[src/verilog/decodePkg.sv]
`default_nettype none

package decodePkg;

	localparam int XLEN = 32;
	localparam int REG_IDX_W = 4;
	localparam int ALU_OP_W = 4;
	localparam int IMM_TYPE_W = 3;
	localparam int WB_SEL_W = 3;
	localparam int MEM_RD_W = 3;
	localparam int CSR_SRC_W = 2;
	localparam int JUMP_W = 4;
	localparam int MASK_W = 8;
	localparam int CAUSE_W = 8;
	localparam int OPCODE_W = 7;
	localparam int FUNCT3_W = 3;
	localparam int FUNCT7_W = 7;
	localparam int FUNCT12_W = 12;

	localparam logic [OPCODE_W-1:0] OP_SYSTEM = 7'b1110011;
	localparam logic [OPCODE_W-1:0] OP_IMM = 7'b0010011;
	localparam logic [OPCODE_W-1:0] OP_REG = 7'b0110011;
	localparam logic [OPCODE_W-1:0] OP_STORE = 7'b0100011;
	localparam logic [OPCODE_W-1:0] OP_LOAD = 7'b0000011;
	localparam logic [OPCODE_W-1:0] OP_BRANCH = 7'b1100011;
	localparam logic [OPCODE_W-1:0] OP_AUIPC = 7'b0010111;
	localparam logic [OPCODE_W-1:0] OP_LUI = 7'b0110111;
	localparam logic [OPCODE_W-1:0] OP_JAL = 7'b1101111;
	localparam logic [OPCODE_W-1:0] OP_JALR = 7'b1100111;

	localparam logic [FUNCT12_W-1:0] F12_ECALL = 12'h000;
	localparam logic [FUNCT12_W-1:0] F12_EBREAK = 12'h001;
	localparam logic [FUNCT12_W-1:0] F12_MRET = 12'h302;

	// SYSTEM
	localparam logic [FUNCT3_W-1:0] F3_PRIV = 3'b000;
	localparam logic [FUNCT3_W-1:0] F3_CSRRW = 3'b001;
	localparam logic [FUNCT3_W-1:0] F3_CSRRS = 3'b010;
	// Shared by register and immediate arithmetic
	localparam logic [FUNCT3_W-1:0] F3_ADD = 3'b000;
	localparam logic [FUNCT3_W-1:0] F3_SLL = 3'b001;
	localparam logic [FUNCT3_W-1:0] F3_SLT = 3'b010;
	localparam logic [FUNCT3_W-1:0] F3_SLTU = 3'b011;
	localparam logic [FUNCT3_W-1:0] F3_XOR = 3'b100;
	localparam logic [FUNCT3_W-1:0] F3_SR = 3'b101;
	localparam logic [FUNCT3_W-1:0] F3_OR = 3'b110;
	localparam logic [FUNCT3_W-1:0] F3_AND = 3'b111;
	localparam logic [FUNCT7_W-1:0] F7_BASE = 7'b0000000;
	localparam logic [FUNCT7_W-1:0] F7_ALT = 7'b0100000;
	// Loads and stores
	localparam logic [FUNCT3_W-1:0] F3_SB = 3'b000;
	localparam logic [FUNCT3_W-1:0] F3_SH = 3'b001;
	localparam logic [FUNCT3_W-1:0] F3_SW = 3'b010;
	localparam logic [FUNCT3_W-1:0] F3_LB = 3'b000;
	localparam logic [FUNCT3_W-1:0] F3_LH = 3'b001;
	localparam logic [FUNCT3_W-1:0] F3_LW = 3'b010;
	localparam logic [FUNCT3_W-1:0] F3_LBU = 3'b100;
	localparam logic [FUNCT3_W-1:0] F3_LHU = 3'b101;
	// Branches
	localparam logic [FUNCT3_W-1:0] F3_BEQ = 3'b000;
	localparam logic [FUNCT3_W-1:0] F3_BNE = 3'b001;
	localparam logic [FUNCT3_W-1:0] F3_BLT = 3'b100;
	localparam logic [FUNCT3_W-1:0] F3_BGE = 3'b101;
	localparam logic [FUNCT3_W-1:0] F3_BLTU = 3'b110;
	localparam logic [FUNCT3_W-1:0] F3_BGEU = 3'b111;

	localparam logic [ALU_OP_W-1:0] ALU_ADD = 4'b0000;
	localparam logic [ALU_OP_W-1:0] ALU_SUB = 4'b0001;
	localparam logic [ALU_OP_W-1:0] ALU_AND = 4'b0010;
	localparam logic [ALU_OP_W-1:0] ALU_CMP = 4'b0011;
	localparam logic [ALU_OP_W-1:0] ALU_XOR = 4'b0100;
	localparam logic [ALU_OP_W-1:0] ALU_CMPU = 4'b0101;
	localparam logic [ALU_OP_W-1:0] ALU_OR = 4'b0110;
	localparam logic [ALU_OP_W-1:0] ALU_SRA = 4'b0111;
	localparam logic [ALU_OP_W-1:0] ALU_SRL = 4'b1000;
	localparam logic [ALU_OP_W-1:0] ALU_SLL = 4'b1001;

	localparam logic [IMM_TYPE_W-1:0] IMM_I = 3'b000;
	localparam logic [IMM_TYPE_W-1:0] IMM_U = 3'b001;
	localparam logic [IMM_TYPE_W-1:0] IMM_J = 3'b010;
	localparam logic [IMM_TYPE_W-1:0] IMM_S = 3'b011;
	localparam logic [IMM_TYPE_W-1:0] IMM_B = 3'b100;

	localparam logic [WB_SEL_W-1:0] WB_ALU = 3'b000;
	localparam logic [WB_SEL_W-1:0] WB_IMM = 3'b001;
	localparam logic [WB_SEL_W-1:0] WB_LINK = 3'b010;
	localparam logic [WB_SEL_W-1:0] WB_MEM = 3'b011;
	localparam logic [WB_SEL_W-1:0] WB_CSR = 3'b100;

	localparam logic [CSR_SRC_W-1:0] CSR_RS1 = 2'b00;
	localparam logic [CSR_SRC_W-1:0] CSR_RS1_OR = 2'b01;
	localparam logic [CSR_SRC_W-1:0] CSR_PC = 2'b10;

	localparam logic [MEM_RD_W-1:0] RD_BYTE = 3'b000;
	localparam logic [MEM_RD_W-1:0] RD_HALF = 3'b001;
	localparam logic [MEM_RD_W-1:0] RD_WORD = 3'b010;
	localparam logic [MEM_RD_W-1:0] RD_BYTEU = 3'b011;
	localparam logic [MEM_RD_W-1:0] RD_HALFU = 3'b100;

	localparam logic [MASK_W-1:0] MASK_BYTE = 8'b00000001;
	localparam logic [MASK_W-1:0] MASK_HALF = 8'b00000011;
	localparam logic [MASK_W-1:0] MASK_WORD = 8'b00001111;

	localparam logic [JUMP_W-1:0] JMP_EQ = 4'b0000;
	localparam logic [JUMP_W-1:0] JMP_NE = 4'b0001;
	localparam logic [JUMP_W-1:0] JMP_LT = 4'b0100;
	localparam logic [JUMP_W-1:0] JMP_GE = 4'b0101;
	localparam logic [JUMP_W-1:0] JMP_LTU = 4'b0110;
	localparam logic [JUMP_W-1:0] JMP_GEU = 4'b0111;
	localparam logic [JUMP_W-1:0] JMP_JAL = 4'b1000;
	localparam logic [JUMP_W-1:0] JMP_JALR = 4'b1001;
	localparam logic [JUMP_W-1:0] JMP_MRET = 4'b1010;
	localparam logic [JUMP_W-1:0] JMP_NONE = 4'b1111;

	localparam logic [CAUSE_W-1:0] CAUSE_BREAK = 8'd3;
	localparam logic [CAUSE_W-1:0] CAUSE_ECALL = 8'd11;

	// R view for funct7, I view for funct12
	typedef union packed {
		struct packed {
			logic [FUNCT7_W-1:0] funct7;
			logic [4:0] rs2;
			logic [4:0] rs1;
			logic [FUNCT3_W-1:0] funct3;
			logic [4:0] rd;
			logic [OPCODE_W-1:0] opcode;
		} r;
		struct packed {
			logic [FUNCT12_W-1:0] funct12;
			logic [4:0] rs1;
			logic [FUNCT3_W-1:0] funct3;
			logic [4:0] rd;
			logic [OPCODE_W-1:0] opcode;
		} i;
	} instrWord_u;

endpackage

`default_nettype wire

[src/verilog/decodeCtrlIf.sv]
`timescale 1ns/1ns
`default_nettype none

interface decodeCtrlIf;

	decodePkg::instrWord_u instr;
	logic [decodePkg::ALU_OP_W-1:0] aluOp;
	logic aluSrcPc;
	logic aluSrcImm;
	logic [decodePkg::IMM_TYPE_W-1:0] immType;
	logic [decodePkg::XLEN-1:0] imm;
	logic regWrite;
	logic [decodePkg::WB_SEL_W-1:0] wbSel;
	logic memValid;
	logic memWrite;
	logic [decodePkg::MASK_W-1:0] memMask;
	logic [decodePkg::MEM_RD_W-1:0] memRdSize;
	logic csrWrite;
	logic [decodePkg::CSR_SRC_W-1:0] csrSrc;
	logic [decodePkg::JUMP_W-1:0] jump;
	logic trap;
	logic [decodePkg::CAUSE_W-1:0] trapCause;
	logic [decodePkg::REG_IDX_W-1:0] rd;
	logic [decodePkg::REG_IDX_W-1:0] rs1;
	logic [decodePkg::REG_IDX_W-1:0] rs2;

	modport decoder (
		input instr,
		output aluOp, aluSrcPc, aluSrcImm, immType, regWrite, wbSel,
		output memValid, memWrite, memMask, memRdSize, csrWrite, csrSrc,
		output jump, trap, trapCause, rd, rs1, rs2
	);

	modport immGen (
		input instr, immType,
		output imm
	);

	modport stage (
		output instr,
		input aluOp, aluSrcPc, aluSrcImm, immType, imm, regWrite, wbSel,
		input memValid, memWrite, memMask, memRdSize, csrWrite, csrSrc,
		input jump, trap, trapCause, rd, rs1, rs2
	);

endinterface

`default_nettype wire

[src/verilog/decodeStage.sv]
`timescale 1ns/1ns
`default_nettype none

module decodeStage (
	input wire logic clk,
	input wire logic rstN,
	input wire logic instrValid,
	output logic instrReady,
	input wire decodePkg::instrWord_u instrIn,
	decodeCtrlIf.stage ctrl,
	output logic outValid,
	input wire logic outReady,
	output logic [decodePkg::ALU_OP_W-1:0] aluOp,
	output logic aluSrcPc,
	output logic aluSrcImm,
	output logic [decodePkg::XLEN-1:0] imm,
	output logic regWrite,
	output logic [decodePkg::WB_SEL_W-1:0] wbSel,
	output logic memValid,
	output logic memWrite,
	output logic [decodePkg::MASK_W-1:0] memMask,
	output logic [decodePkg::MEM_RD_W-1:0] memRdSize,
	output logic csrWrite,
	output logic [decodePkg::CSR_SRC_W-1:0] csrSrc,
	output logic [decodePkg::JUMP_W-1:0] jump,
	output logic trap,
	output logic [decodePkg::CAUSE_W-1:0] trapCause,
	output logic [decodePkg::REG_IDX_W-1:0] rd,
	output logic [decodePkg::REG_IDX_W-1:0] rs1,
	output logic [decodePkg::REG_IDX_W-1:0] rs2
);

	logic accept;

	// Decoder sees the incoming word directly
	assign ctrl.instr = instrIn;

	assign instrReady = !outValid || outReady;
	assign accept = instrValid && instrReady;

	always_ff @(posedge clk) begin
		if (!rstN)
			outValid <= 1'b0;
		else if (accept)
			outValid <= 1'b1;
		else if (outReady)
			outValid <= 1'b0;
	end

	always_ff @(posedge clk) begin
		if (accept) begin
			aluOp <= ctrl.aluOp;
			aluSrcPc <= ctrl.aluSrcPc;
			aluSrcImm <= ctrl.aluSrcImm;
			imm <= ctrl.imm;
			regWrite <= ctrl.regWrite;
			wbSel <= ctrl.wbSel;
			memValid <= ctrl.memValid;
			memWrite <= ctrl.memWrite;
			memMask <= ctrl.memMask;
			memRdSize <= ctrl.memRdSize;
			csrWrite <= ctrl.csrWrite;
			csrSrc <= ctrl.csrSrc;
			jump <= ctrl.jump;
			trap <= ctrl.trap;
			trapCause <= ctrl.trapCause;
			rd <= ctrl.rd;
			rs1 <= ctrl.rs1;
			rs2 <= ctrl.rs2;
		end
	end

endmodule

`default_nettype wire

[src/verilog/immGenerator.sv]
`timescale 1ns/1ns
`default_nettype none

module immGenerator (
	decodeCtrlIf.immGen ctrl
);

	logic [decodePkg::XLEN-1:0] raw;

	assign raw = ctrl.instr;

	always_comb begin
		case (ctrl.immType)
			decodePkg::IMM_S: begin
				ctrl.imm = {{20{raw[31]}}, raw[31:25], raw[11:7]};
			end
			// Branch offset, halfword aligned
			decodePkg::IMM_B: begin
				ctrl.imm = {{19{raw[31]}}, raw[31], raw[7], raw[30:25], raw[11:8], 1'b0};
			end
			decodePkg::IMM_U: begin
				ctrl.imm = {raw[31:12], 12'b0};
			end
			decodePkg::IMM_J: begin
				ctrl.imm = {{11{raw[31]}}, raw[31], raw[19:12], raw[20], raw[30:21], 1'b0};
			end
			default: begin
				ctrl.imm = {{20{raw[31]}}, raw[31:20]};
			end
		endcase
	end

endmodule

`default_nettype wire

[src/verilog/opcodeDecoder.sv]
`timescale 1ns/1ns
`default_nettype none

module opcodeDecoder (
	decodeCtrlIf.decoder ctrl
);

	logic [decodePkg::ALU_OP_W-1:0] arithOp;
	logic arithLegal;

	// RV32E, bit 4 of each register field dropped
	assign ctrl.rd = ctrl.instr.r.rd[decodePkg::REG_IDX_W-1:0];
	assign ctrl.rs1 = ctrl.instr.r.rs1[decodePkg::REG_IDX_W-1:0];
	assign ctrl.rs2 = ctrl.instr.r.rs2[decodePkg::REG_IDX_W-1:0];

	// Common ALU op for OP and OP-IMM
	always_comb begin
		arithLegal = 1'b1;
		arithOp = decodePkg::ALU_ADD;
		case (ctrl.instr.r.funct3)
			decodePkg::F3_ADD: begin
				if (ctrl.instr.r.opcode == decodePkg::OP_REG) begin
					if (ctrl.instr.r.funct7 == decodePkg::F7_ALT)
						arithOp = decodePkg::ALU_SUB;
					else if (ctrl.instr.r.funct7 != decodePkg::F7_BASE)
						arithLegal = 1'b0;
				end
			end
			decodePkg::F3_SLL: arithOp = decodePkg::ALU_SLL;
			decodePkg::F3_SLT: arithOp = decodePkg::ALU_CMP;
			decodePkg::F3_SLTU: arithOp = decodePkg::ALU_CMPU;
			decodePkg::F3_XOR: arithOp = decodePkg::ALU_XOR;
			decodePkg::F3_SR: begin
				if (ctrl.instr.r.funct7 == decodePkg::F7_BASE)
					arithOp = decodePkg::ALU_SRL;
				else if (ctrl.instr.r.funct7 == decodePkg::F7_ALT)
					arithOp = decodePkg::ALU_SRA;
				else
					arithLegal = 1'b0;
			end
			decodePkg::F3_OR: arithOp = decodePkg::ALU_OR;
			default: arithOp = decodePkg::ALU_AND;
		endcase
	end

	always_comb begin
		// Inert bundle unless an encoding below matches
		ctrl.aluOp = decodePkg::ALU_ADD;
		ctrl.aluSrcPc = 1'b0;
		ctrl.aluSrcImm = 1'b0;
		ctrl.immType = decodePkg::IMM_I;
		ctrl.regWrite = 1'b0;
		ctrl.wbSel = decodePkg::WB_ALU;
		ctrl.memValid = 1'b0;
		ctrl.memWrite = 1'b0;
		ctrl.memMask = '0;
		ctrl.memRdSize = decodePkg::RD_WORD;
		ctrl.csrWrite = 1'b0;
		ctrl.csrSrc = decodePkg::CSR_RS1;
		ctrl.jump = decodePkg::JMP_NONE;
		ctrl.trap = 1'b0;
		ctrl.trapCause = '0;
		case (ctrl.instr.r.opcode)
			decodePkg::OP_SYSTEM: begin
				case (ctrl.instr.i.funct3)
					decodePkg::F3_CSRRW, decodePkg::F3_CSRRS: begin
						ctrl.csrWrite = 1'b1;
						ctrl.regWrite = 1'b1;
						ctrl.wbSel = decodePkg::WB_CSR;
						if (ctrl.instr.i.funct3 == decodePkg::F3_CSRRS)
							ctrl.csrSrc = decodePkg::CSR_RS1_OR;
					end
					decodePkg::F3_PRIV: begin
						case (ctrl.instr.i.funct12)
							decodePkg::F12_ECALL: begin
								ctrl.trap = 1'b1;
								ctrl.trapCause = decodePkg::CAUSE_ECALL;
								ctrl.csrSrc = decodePkg::CSR_PC;
							end
							decodePkg::F12_EBREAK: begin
								ctrl.trap = 1'b1;
								ctrl.trapCause = decodePkg::CAUSE_BREAK;
							end
							decodePkg::F12_MRET: ctrl.jump = decodePkg::JMP_MRET;
							default: ;
						endcase
					end
					default: ;
				endcase
			end
			decodePkg::OP_IMM, decodePkg::OP_REG: begin
				if (arithLegal) begin
					ctrl.aluOp = arithOp;
					ctrl.aluSrcImm = (ctrl.instr.r.opcode == decodePkg::OP_IMM);
					ctrl.regWrite = 1'b1;
				end
			end
			decodePkg::OP_STORE: begin
				if (ctrl.instr.r.funct3 inside {decodePkg::F3_SB, decodePkg::F3_SH,
						decodePkg::F3_SW}) begin
					ctrl.memValid = 1'b1;
					ctrl.memWrite = 1'b1;
					ctrl.aluSrcImm = 1'b1;
					ctrl.immType = decodePkg::IMM_S;
					case (ctrl.instr.r.funct3)
						decodePkg::F3_SB: ctrl.memMask = decodePkg::MASK_BYTE;
						decodePkg::F3_SH: ctrl.memMask = decodePkg::MASK_HALF;
						default: ctrl.memMask = decodePkg::MASK_WORD;
					endcase
				end
			end
			decodePkg::OP_LOAD: begin
				if (ctrl.instr.r.funct3 inside {decodePkg::F3_LB, decodePkg::F3_LH,
						decodePkg::F3_LW, decodePkg::F3_LBU, decodePkg::F3_LHU}) begin
					ctrl.memValid = 1'b1;
					ctrl.memMask = decodePkg::MASK_WORD;
					ctrl.aluSrcImm = 1'b1;
					ctrl.regWrite = 1'b1;
					ctrl.wbSel = decodePkg::WB_MEM;
					case (ctrl.instr.r.funct3)
						decodePkg::F3_LB: ctrl.memRdSize = decodePkg::RD_BYTE;
						decodePkg::F3_LH: ctrl.memRdSize = decodePkg::RD_HALF;
						decodePkg::F3_LBU: ctrl.memRdSize = decodePkg::RD_BYTEU;
						decodePkg::F3_LHU: ctrl.memRdSize = decodePkg::RD_HALFU;
						default: ctrl.memRdSize = decodePkg::RD_WORD;
					endcase
				end
			end
			decodePkg::OP_BRANCH: begin
				case (ctrl.instr.r.funct3)
					decodePkg::F3_BEQ: ctrl.jump = decodePkg::JMP_EQ;
					decodePkg::F3_BNE: ctrl.jump = decodePkg::JMP_NE;
					decodePkg::F3_BLT: ctrl.jump = decodePkg::JMP_LT;
					decodePkg::F3_BGE: ctrl.jump = decodePkg::JMP_GE;
					decodePkg::F3_BLTU: ctrl.jump = decodePkg::JMP_LTU;
					decodePkg::F3_BGEU: ctrl.jump = decodePkg::JMP_GEU;
					default: ;
				endcase
				// Equality compares by subtraction
				if (ctrl.jump != decodePkg::JMP_NONE) begin
					ctrl.immType = decodePkg::IMM_B;
					if (ctrl.instr.r.funct3[2:1] == 2'b00)
						ctrl.aluOp = decodePkg::ALU_SUB;
					else if (ctrl.instr.r.funct3[1])
						ctrl.aluOp = decodePkg::ALU_CMPU;
					else
						ctrl.aluOp = decodePkg::ALU_CMP;
				end
			end
			decodePkg::OP_AUIPC: begin
				ctrl.aluSrcPc = 1'b1;
				ctrl.aluSrcImm = 1'b1;
				ctrl.regWrite = 1'b1;
				ctrl.immType = decodePkg::IMM_U;
			end
			decodePkg::OP_LUI: begin
				ctrl.regWrite = 1'b1;
				ctrl.immType = decodePkg::IMM_U;
				ctrl.wbSel = decodePkg::WB_IMM;
			end
			decodePkg::OP_JAL: begin
				ctrl.aluSrcPc = 1'b1;
				ctrl.aluSrcImm = 1'b1;
				ctrl.regWrite = 1'b1;
				ctrl.immType = decodePkg::IMM_J;
				ctrl.wbSel = decodePkg::WB_LINK;
				ctrl.jump = decodePkg::JMP_JAL;
			end
			decodePkg::OP_JALR: begin
				ctrl.aluSrcImm = 1'b1;
				ctrl.regWrite = 1'b1;
				ctrl.wbSel = decodePkg::WB_LINK;
				ctrl.jump = decodePkg::JMP_JALR;
			end
			default: ;
		endcase
	end

endmodule

`default_nettype wire

[src/verilog/rv32eDecodeUnit.sv]
`timescale 1ns/1ns
`default_nettype none

module rv32eDecodeUnit (
	input wire logic clk,
	input wire logic rstN,
	input wire logic instrValid,
	output logic instrReady,
	input wire logic [decodePkg::XLEN-1:0] instr,
	output logic outValid,
	input wire logic outReady,
	output logic [decodePkg::ALU_OP_W-1:0] aluOp,
	output logic aluSrcPc,
	output logic aluSrcImm,
	output logic [decodePkg::XLEN-1:0] imm,
	output logic regWrite,
	output logic [decodePkg::WB_SEL_W-1:0] wbSel,
	output logic memValid,
	output logic memWrite,
	output logic [decodePkg::MASK_W-1:0] memMask,
	output logic [decodePkg::MEM_RD_W-1:0] memRdSize,
	output logic csrWrite,
	output logic [decodePkg::CSR_SRC_W-1:0] csrSrc,
	output logic [decodePkg::JUMP_W-1:0] jump,
	output logic trap,
	output logic [decodePkg::CAUSE_W-1:0] trapCause,
	output logic [decodePkg::REG_IDX_W-1:0] rd,
	output logic [decodePkg::REG_IDX_W-1:0] rs1,
	output logic [decodePkg::REG_IDX_W-1:0] rs2
);

	decodeCtrlIf ctrlIf ();

	opcodeDecoder i_decoder (
		.ctrl(ctrlIf)
	);

	immGenerator i_immGen (
		.ctrl(ctrlIf)
	);

	decodeStage i_stage (
		.clk(clk),
		.rstN(rstN),
		.instrValid(instrValid),
		.instrReady(instrReady),
		.instrIn(instr),
		.ctrl(ctrlIf),
		.outValid(outValid),
		.outReady(outReady),
		.aluOp(aluOp),
		.aluSrcPc(aluSrcPc),
		.aluSrcImm(aluSrcImm),
		.imm(imm),
		.regWrite(regWrite),
		.wbSel(wbSel),
		.memValid(memValid),
		.memWrite(memWrite),
		.memMask(memMask),
		.memRdSize(memRdSize),
		.csrWrite(csrWrite),
		.csrSrc(csrSrc),
		.jump(jump),
		.trap(trap),
		.trapCause(trapCause),
		.rd(rd),
		.rs1(rs1),
		.rs2(rs2)
	);

endmodule

`default_nettype wire
[config.mk]
export PLATFORM = sky130hd
export DESIGN_NAME = rv32eDecodeUnit
export DESIGN_NICKNAME = d
export VERILOG_FILES = /design/src/verilog/decodePkg.sv /design/src/verilog/decodeCtrlIf.sv /design/src/verilog/decodeStage.sv /design/src/verilog/immGenerator.sv /design/src/verilog/opcodeDecoder.sv /design/src/verilog/rv32eDecodeUnit.sv
export SDC_FILE = /design/constraint.sdc
export NUM_CORES = 1
export LEC_CHECK = 0
export ABC_AREA = 1
export ABC_CLOCK_PERIOD_IN_PS = 6230
export BUFFER_PORTS_ARGS = -buffer_cell sky130_fd_sc_hd__buf_4
export CAP_MARGIN = 10
export CORE_ASPECT_RATIO = 0.6
export CORE_MARGIN = 2
export CORE_UTILIZATION = 50
export DETAILED_ROUTE_END_ITERATION = 6
export GPL_TIMING_DRIVEN = 0
export PLACE_DENSITY = 0.79
export RECOVER_POWER = 25
export SKIP_LAST_GASP = 1
export SLEW_MARGIN = 10
export SYNTH_ARGS = -nofsm -noshare
export SYNTH_HDL_FRONTEND = slang
export SYNTH_SLANG_ARGS = --single-unit
[constraint.sdc]
create_clock -name clk -period 6.23 [get_ports clk]
set_input_delay 1.246 -clock clk [delete_from_list [all_inputs] [get_ports clk]]
set_output_delay 1.246 -clock clk [all_outputs]
set_load 0.01 [all_outputs]
Word-level counts from Yosys, hierarchy flattened
Index checks and enable logic that the tools add are counted.

Bits in latches: 0. Register bits: 84. Bits in writable memories: 0. Memories: 0. Input bits: 36. Memory bits (read-only): 0. Logic and storage cells: 114.

Reduce and logical (&&, ||, !) cells: 21. Divide/modulo/power cells: 0. Multipliers: 0. Equal/unequal tests: 25. Multiplexer cells: 49. $lt $le $gt $ge: 0. Shift operators: 0. Bitwise operators: 0. Add/sub/neg operators: 0.

Operators by type and width (number): 31-bit one-hot mux with 4 select lines (1); 3-bit one-hot mux with 4 select lines (3); 4-bit 2-to-1 mux (8); 7-bit by 6-bit == test with 1-bit output, second input constant (4); 7-bit == test, second input constant (4); 4-bit one-hot mux with 7 select lines (1); 4-bit one-hot mux with 2 select lines (3); 4-bit one-hot mux with 6 select lines (1); 1-bit 2-to-1 mux (16); 4-bit one-hot mux with 4 select lines (1); 8-bit one-hot mux with 2 select lines (1); 3-bit == test, second input constant (5); 3-bit 2-to-1 mux (5); 7-bit by 5-bit == test with 1-bit output, second input constant (2); 12-bit by 1-bit == test with 1-bit output, second input constant (1); 12-bit by 10-bit == test with 1-bit output, second input constant (1); 3-bit by 2-bit == test with 1-bit output, second input constant (4); 12-bit zero test (1); 2-bit OR reduction (6); 8-bit 2-to-1 mux (1); 1-bit one-hot mux with 4 select lines (2); 7-bit by 2-bit == test with 1-bit output, second input constant (1); 7-bit zero test (1); 7-bit nonzero test (1); 16 further kinds (21).

Longest topological paths before layout
Depth after elaboration: 8. Gate-level depth with buffers: 10. Gate-level depth less buffers: 9.

By module
A second synthesis with hierarchy kept.

Cells, all modules: 395. Area, all modules: 4150.2 um^2.

Modules (own cells, without submodules): decodeStage (cells an instance 122, area an instance 2783.9 um^2, sequential area each 2512.4 um^2, times used 1); opcodeDecoder (cells an instance 165, area an instance 820.8 um^2, sequential area each 0.0 um^2, times used 1); immGenerator (cells an instance 108, area an instance 545.5 um^2, sequential area each 0.0 um^2, times used 1).

Worst setup path after synthesis
Ideal clock, no wire load.

Kind: input to register. From: input port instrValid. To: register i_stage.aluOp[0] in the netlist's numbering, enable pin. Arrival: 4.678 ns. Setup time: 0.521 ns. Cell stages on the path: 2. Setup slack: 1.031 ns. Required time: 5.709 ns. Cell sequence: inv_1 a21oi_1.

Longest elaborated chain between the ends: 1.

Ends and longest elaborated chain: start, declared (line rv32eDecodeUnit.sv:7) `input wire logic instrValid,`; 1-bit logical AND (line decodeStage.sv:39) `assign accept = instrValid && instrReady;`; net i_stage.accept (line decodeStage.sv:33) `logic accept;`; end signal, assigned (line decodeStage.sv:52) `aluOp <= ctrl.aluOp;`; end, declared (line decodeStage.sv:13) `output logic [decodePkg::ALU_OP_W-1:0] aluOp,`.

The timed path passes the listed nets, and every way through them passes these cells. A chain may end at the register's enable or synchronous reset.

Final worst setup path
From: input port outReady. To: register i_stage.imm[13] in the netlist's numbering, enable pin.

Longest elaborated chain between the ends: 2.

Ends and longest elaborated chain: start, declared (line rv32eDecodeUnit.sv:11) `input wire logic outReady,`; 1-bit logical OR (line decodeStage.sv:38) `assign instrReady = !outValid || outReady;`; 1-bit logical AND (line decodeStage.sv:39); net i_stage.accept (line decodeStage.sv:33); end signal, assigned (line decodeStage.sv:55) `imm <= ctrl.imm;`; end, declared (line decodeStage.sv:16) `output logic [decodePkg::XLEN-1:0] imm,`.

The timed path passes the listed nets, and every way through them passes these cells.

==> metrics.md <==
| Metric | Value |
|---|---|
| Clk buf depth | 2 |
| Die width | 113 um |
| TritonCTS clock tree | done |
| Inserted Diodes | 0 |
| Hold crit path type | reg2reg |
| WHS Path Cells | 2 |
| Status | finished, violations left |
| Crit share post-route | 53.2% |
| Hold Crit Start | i_stage.outValid$_SDFFE_PN0P_ |
| Number of vias per cell | 5.06 |
| Grt total ovfl | 0 |
| Nets | 547 |
| VDD IR max | 234 uV |
| Max Transition Viols Final | 21 |
| Final Critical Period | 3310 ps |
| Reg2reg start | i_stage.outValid$_SDFFE_PN0P_ |
| Mapped Avg Cell Area | 9.41 um^2 |
| Kind of critical path | in2reg |
| DPL Wire Length | 7010 um |
| Cell area after synthesis | 3570 um^2 |
| CP required | 6260 ps |
| Worst-Margin Slew | 2250 ps |
| Post-route ant nets | 0 |
| Startpoint types | primary input |
| Yosys warns | 0 |
| Via count | 3053 |
| Final Hold Fails | 0 |
| Setup slack, reg-to-reg | 3600 ps |
| Core box area | 6790 um^2 |
| Post-CTS Hold Buffers | 0 |
| Setup Viol. Count Final | 0 |
| Unrepaired setup endpoints after global routing | false |
| First-pass GRT wire length | 14600 um |
| Max cap viols | 1 |
| R2R cell count | 2 |
| Crit end category | register |
| Total CTS buffers | 9 |
| Reg clk slew, reported paths | 50 ps |
| Final wirelength | 9480 um |
| Power per Cell Area | 272 nW/um^2 |
| Leak Pwr | 2.16 nW |
| Post-Synthesis Cells | 380 |
| All-Layer GR Usage | 24.9% |
| Clock sink count | 71 |
| Initial antenna violation count | 0 |
| Hold EP | i_stage.outValid$_SDFFE_PN0P_ |
| Final clock skew | 3.95 ps |
| Worst rel slew slack | -50.2% |
| Row count | 23 |
| Fmax | 0.302 GHz |
| Final instance area | 4730 um^2 |
| Violated checks | DRC, capacitance limit, slew limit |
| DR WL/cell | 15.7 um |
| Routability cong. | 0.855 |
| Vias in the first global route | 2984 |
| Area grow syn2layout | 32.3% |
| DRC | 11 |
| Sequential fraction of the synthesis area | 59.4% |
| Sum Neg Setup Slack | 0 ps |
| Initial Utilization | 52.6% |
| Area post-placement | 4600 um^2 |
| H-tree levels | 3 |
| Layout cell share with drive strength beyond 1 | 23.1% |
| Post-CTS Setup Repair Bufs | 0 |
| Largest net degree at the start of global routing | 28 |
| Die Ht | 69.5 um |
| Clk_lat worst skew | 340 ps |
| Buffers on Ports | 110 |
| Crit Reg-Reg Endpoint | i_stage.imm[13]$_DFFE_PP_ |
| IO Pins | 121 |
| CTS resizes | 0 |
| Starting DRT DRC Count | 277 |
| Die footprint | 7860 um^2 |
| Synthesized flop and latch total | 71 |
| First drt pass iteration count | 7 |
| Synth cell types | 27 |
| Crit path arrival time | 3350 ps |
| Largest fanout on the critical path | 27 |
| Clock root cell | clkbuf_16 |
[power breakdown]
group / switching (W) / total (W) / internal, W
clock: 0.000193 / 0.000581 / 0.000388
sequential: 0.00000859 / 0.000566 / 0.000557
combinational: 0.0000838 / 0.000139 / 0.0000552
[kinds of logic (layout without fill, tap and decap cells)]
logic type / after synthesis / count (layout) / synth area share [%]
simple gates: 241 / 241 / 30.0
flops: 71 / 71 / 59.4
other cells: 1 / 9 / 0.105
compound gates: 12 / 12 / 1.86
buf+inv: 55 / 183 / 8.65
[routing by layer]
layer	GRT usage [%]	wire, um	vias to the layer above
li1	-	-	1482
met1	34.6	4200	1375
met2	35.3	3980	184
met3	10.4	1170	12
met4	8.67	129	0
met5	0	0	-
[flip-flops by register name, indices dropped and copies added (netlist names)]
signal             cells
i_stage.imm           32
i_stage.aluOp          4
i_stage.jump           4
i_stage.rd             4
i_stage.rs1            4
i_stage.rs2            4
i_stage.memMask        3
i_stage.memRdSize      3
i_stage.wbSel          3
i_stage.csrSrc         2
i_stage.aluSrcImm      1
i_stage.aluSrcPc       1
i_stage.csrWrite       1
i_stage.memWrite       1
i_stage.outValid       1
i_stage.regWrite       1
i_stage.trap           1
i_stage.trapCause      1
[through the flow]
step                      util (%)  total power (W)  hold slack (ps)  worst slack (ps)  cells
final                         69.7          0.00129              563              2920    603
after global routing          69.7          0.00133              605              2680    603
after global placement        66.8         0.000722              499              -320    585
after detailed placement      67.7         0.000727              575              3310    587
after floorplan                  -         0.000643              595              1030    388
after CTS                     72.7          0.00131              604              3300    603
[worst max-delay path by stage]
stage | start | end | slack [ps] | cells after the start
after global placement | instrValid | i_stage.imm[18]$_DFFE_PP_ | -320 | 3
final | outReady | i_stage.imm[13]$_DFFE_PP_ | 2920 | 4
after global routing | outReady | i_stage.jump[1]$_DFFE_PP_ | 2680 | 4
after floorplan | instrValid | i_stage.aluOp[0]$_DFFE_PP_ | 1030 | 2
after CTS | outReady | instrReady | 3300 | 4
after detailed placement | outReady | instrReady | 3310 | 4
[synth_stat cells (all sizes together)]
cell type	n	area, um^2
o31ai	1	7.51
nand4	4	25.0
a21boi	1	7.51
edfxtp	70	2100
buf	21	171
inv	33	124
clkbuf	1	13.8
dfxtp	1	20.0
o21ai	4	20.0
nand2	131	514
o22ai	1	6.26
a21oi	5	25.0
nand3	32	200
nor3	6	30.0
nand3b	3	22.5
conb	1	3.75
nor2	65	282
[area by class of cell]
type	instances	area, um^2
clock buffers	9	225
plain buffers	22	184
fillers	560	2060
inverters	33	124
repair buffers	112	697
well taps	87	109
clock inverters	7	111
flip-flops and latches	71	2120
multi-input cells	262	1160
[cell usage in the layout (no fill, tap or decap), types with 2 or more instances in the layout]
| cell type | synthesis | layout |
|---|---|---|
| clkbuf_1 | 0 | 48 |
| nand3_2 | 3 | 2 |
| bufinv_16 | 0 | 3 |
| buf_4 | 15 | 77 |
| conb_1 | 1 | 9 |
| nand3b_1 | 3 | 3 |
| nor2_1 | 58 | 60 |
| nand2_1 | 126 | 126 |
| buf_6 | 3 | 3 |
| nand2_2 | 3 | 3 |
| clkbuf_16 | 0 | 9 |
| clkinv_1 | 0 | 2 |
| a21oi_1 | 5 | 5 |
| nand2_4 | 2 | 2 |
| nand3_1 | 27 | 28 |
| nand4_1 | 4 | 4 |
| inv_2 | 5 | 5 |
| nor2_2 | 3 | 2 |
| o21ai_0 | 4 | 4 |
| nor2_4 | 4 | 3 |
| inv_1 | 28 | 28 |
| nand3_4 | 2 | 2 |
| nor3_1 | 6 | 6 |
| edfxtp_1 | 70 | 70 |
[worst max-delay path: stages]
cell,delay [ps]
clkbuf_4,100
inv_1,40
a21oi_1,1660
buf_12,280
(Power assumes the default switching activity.)
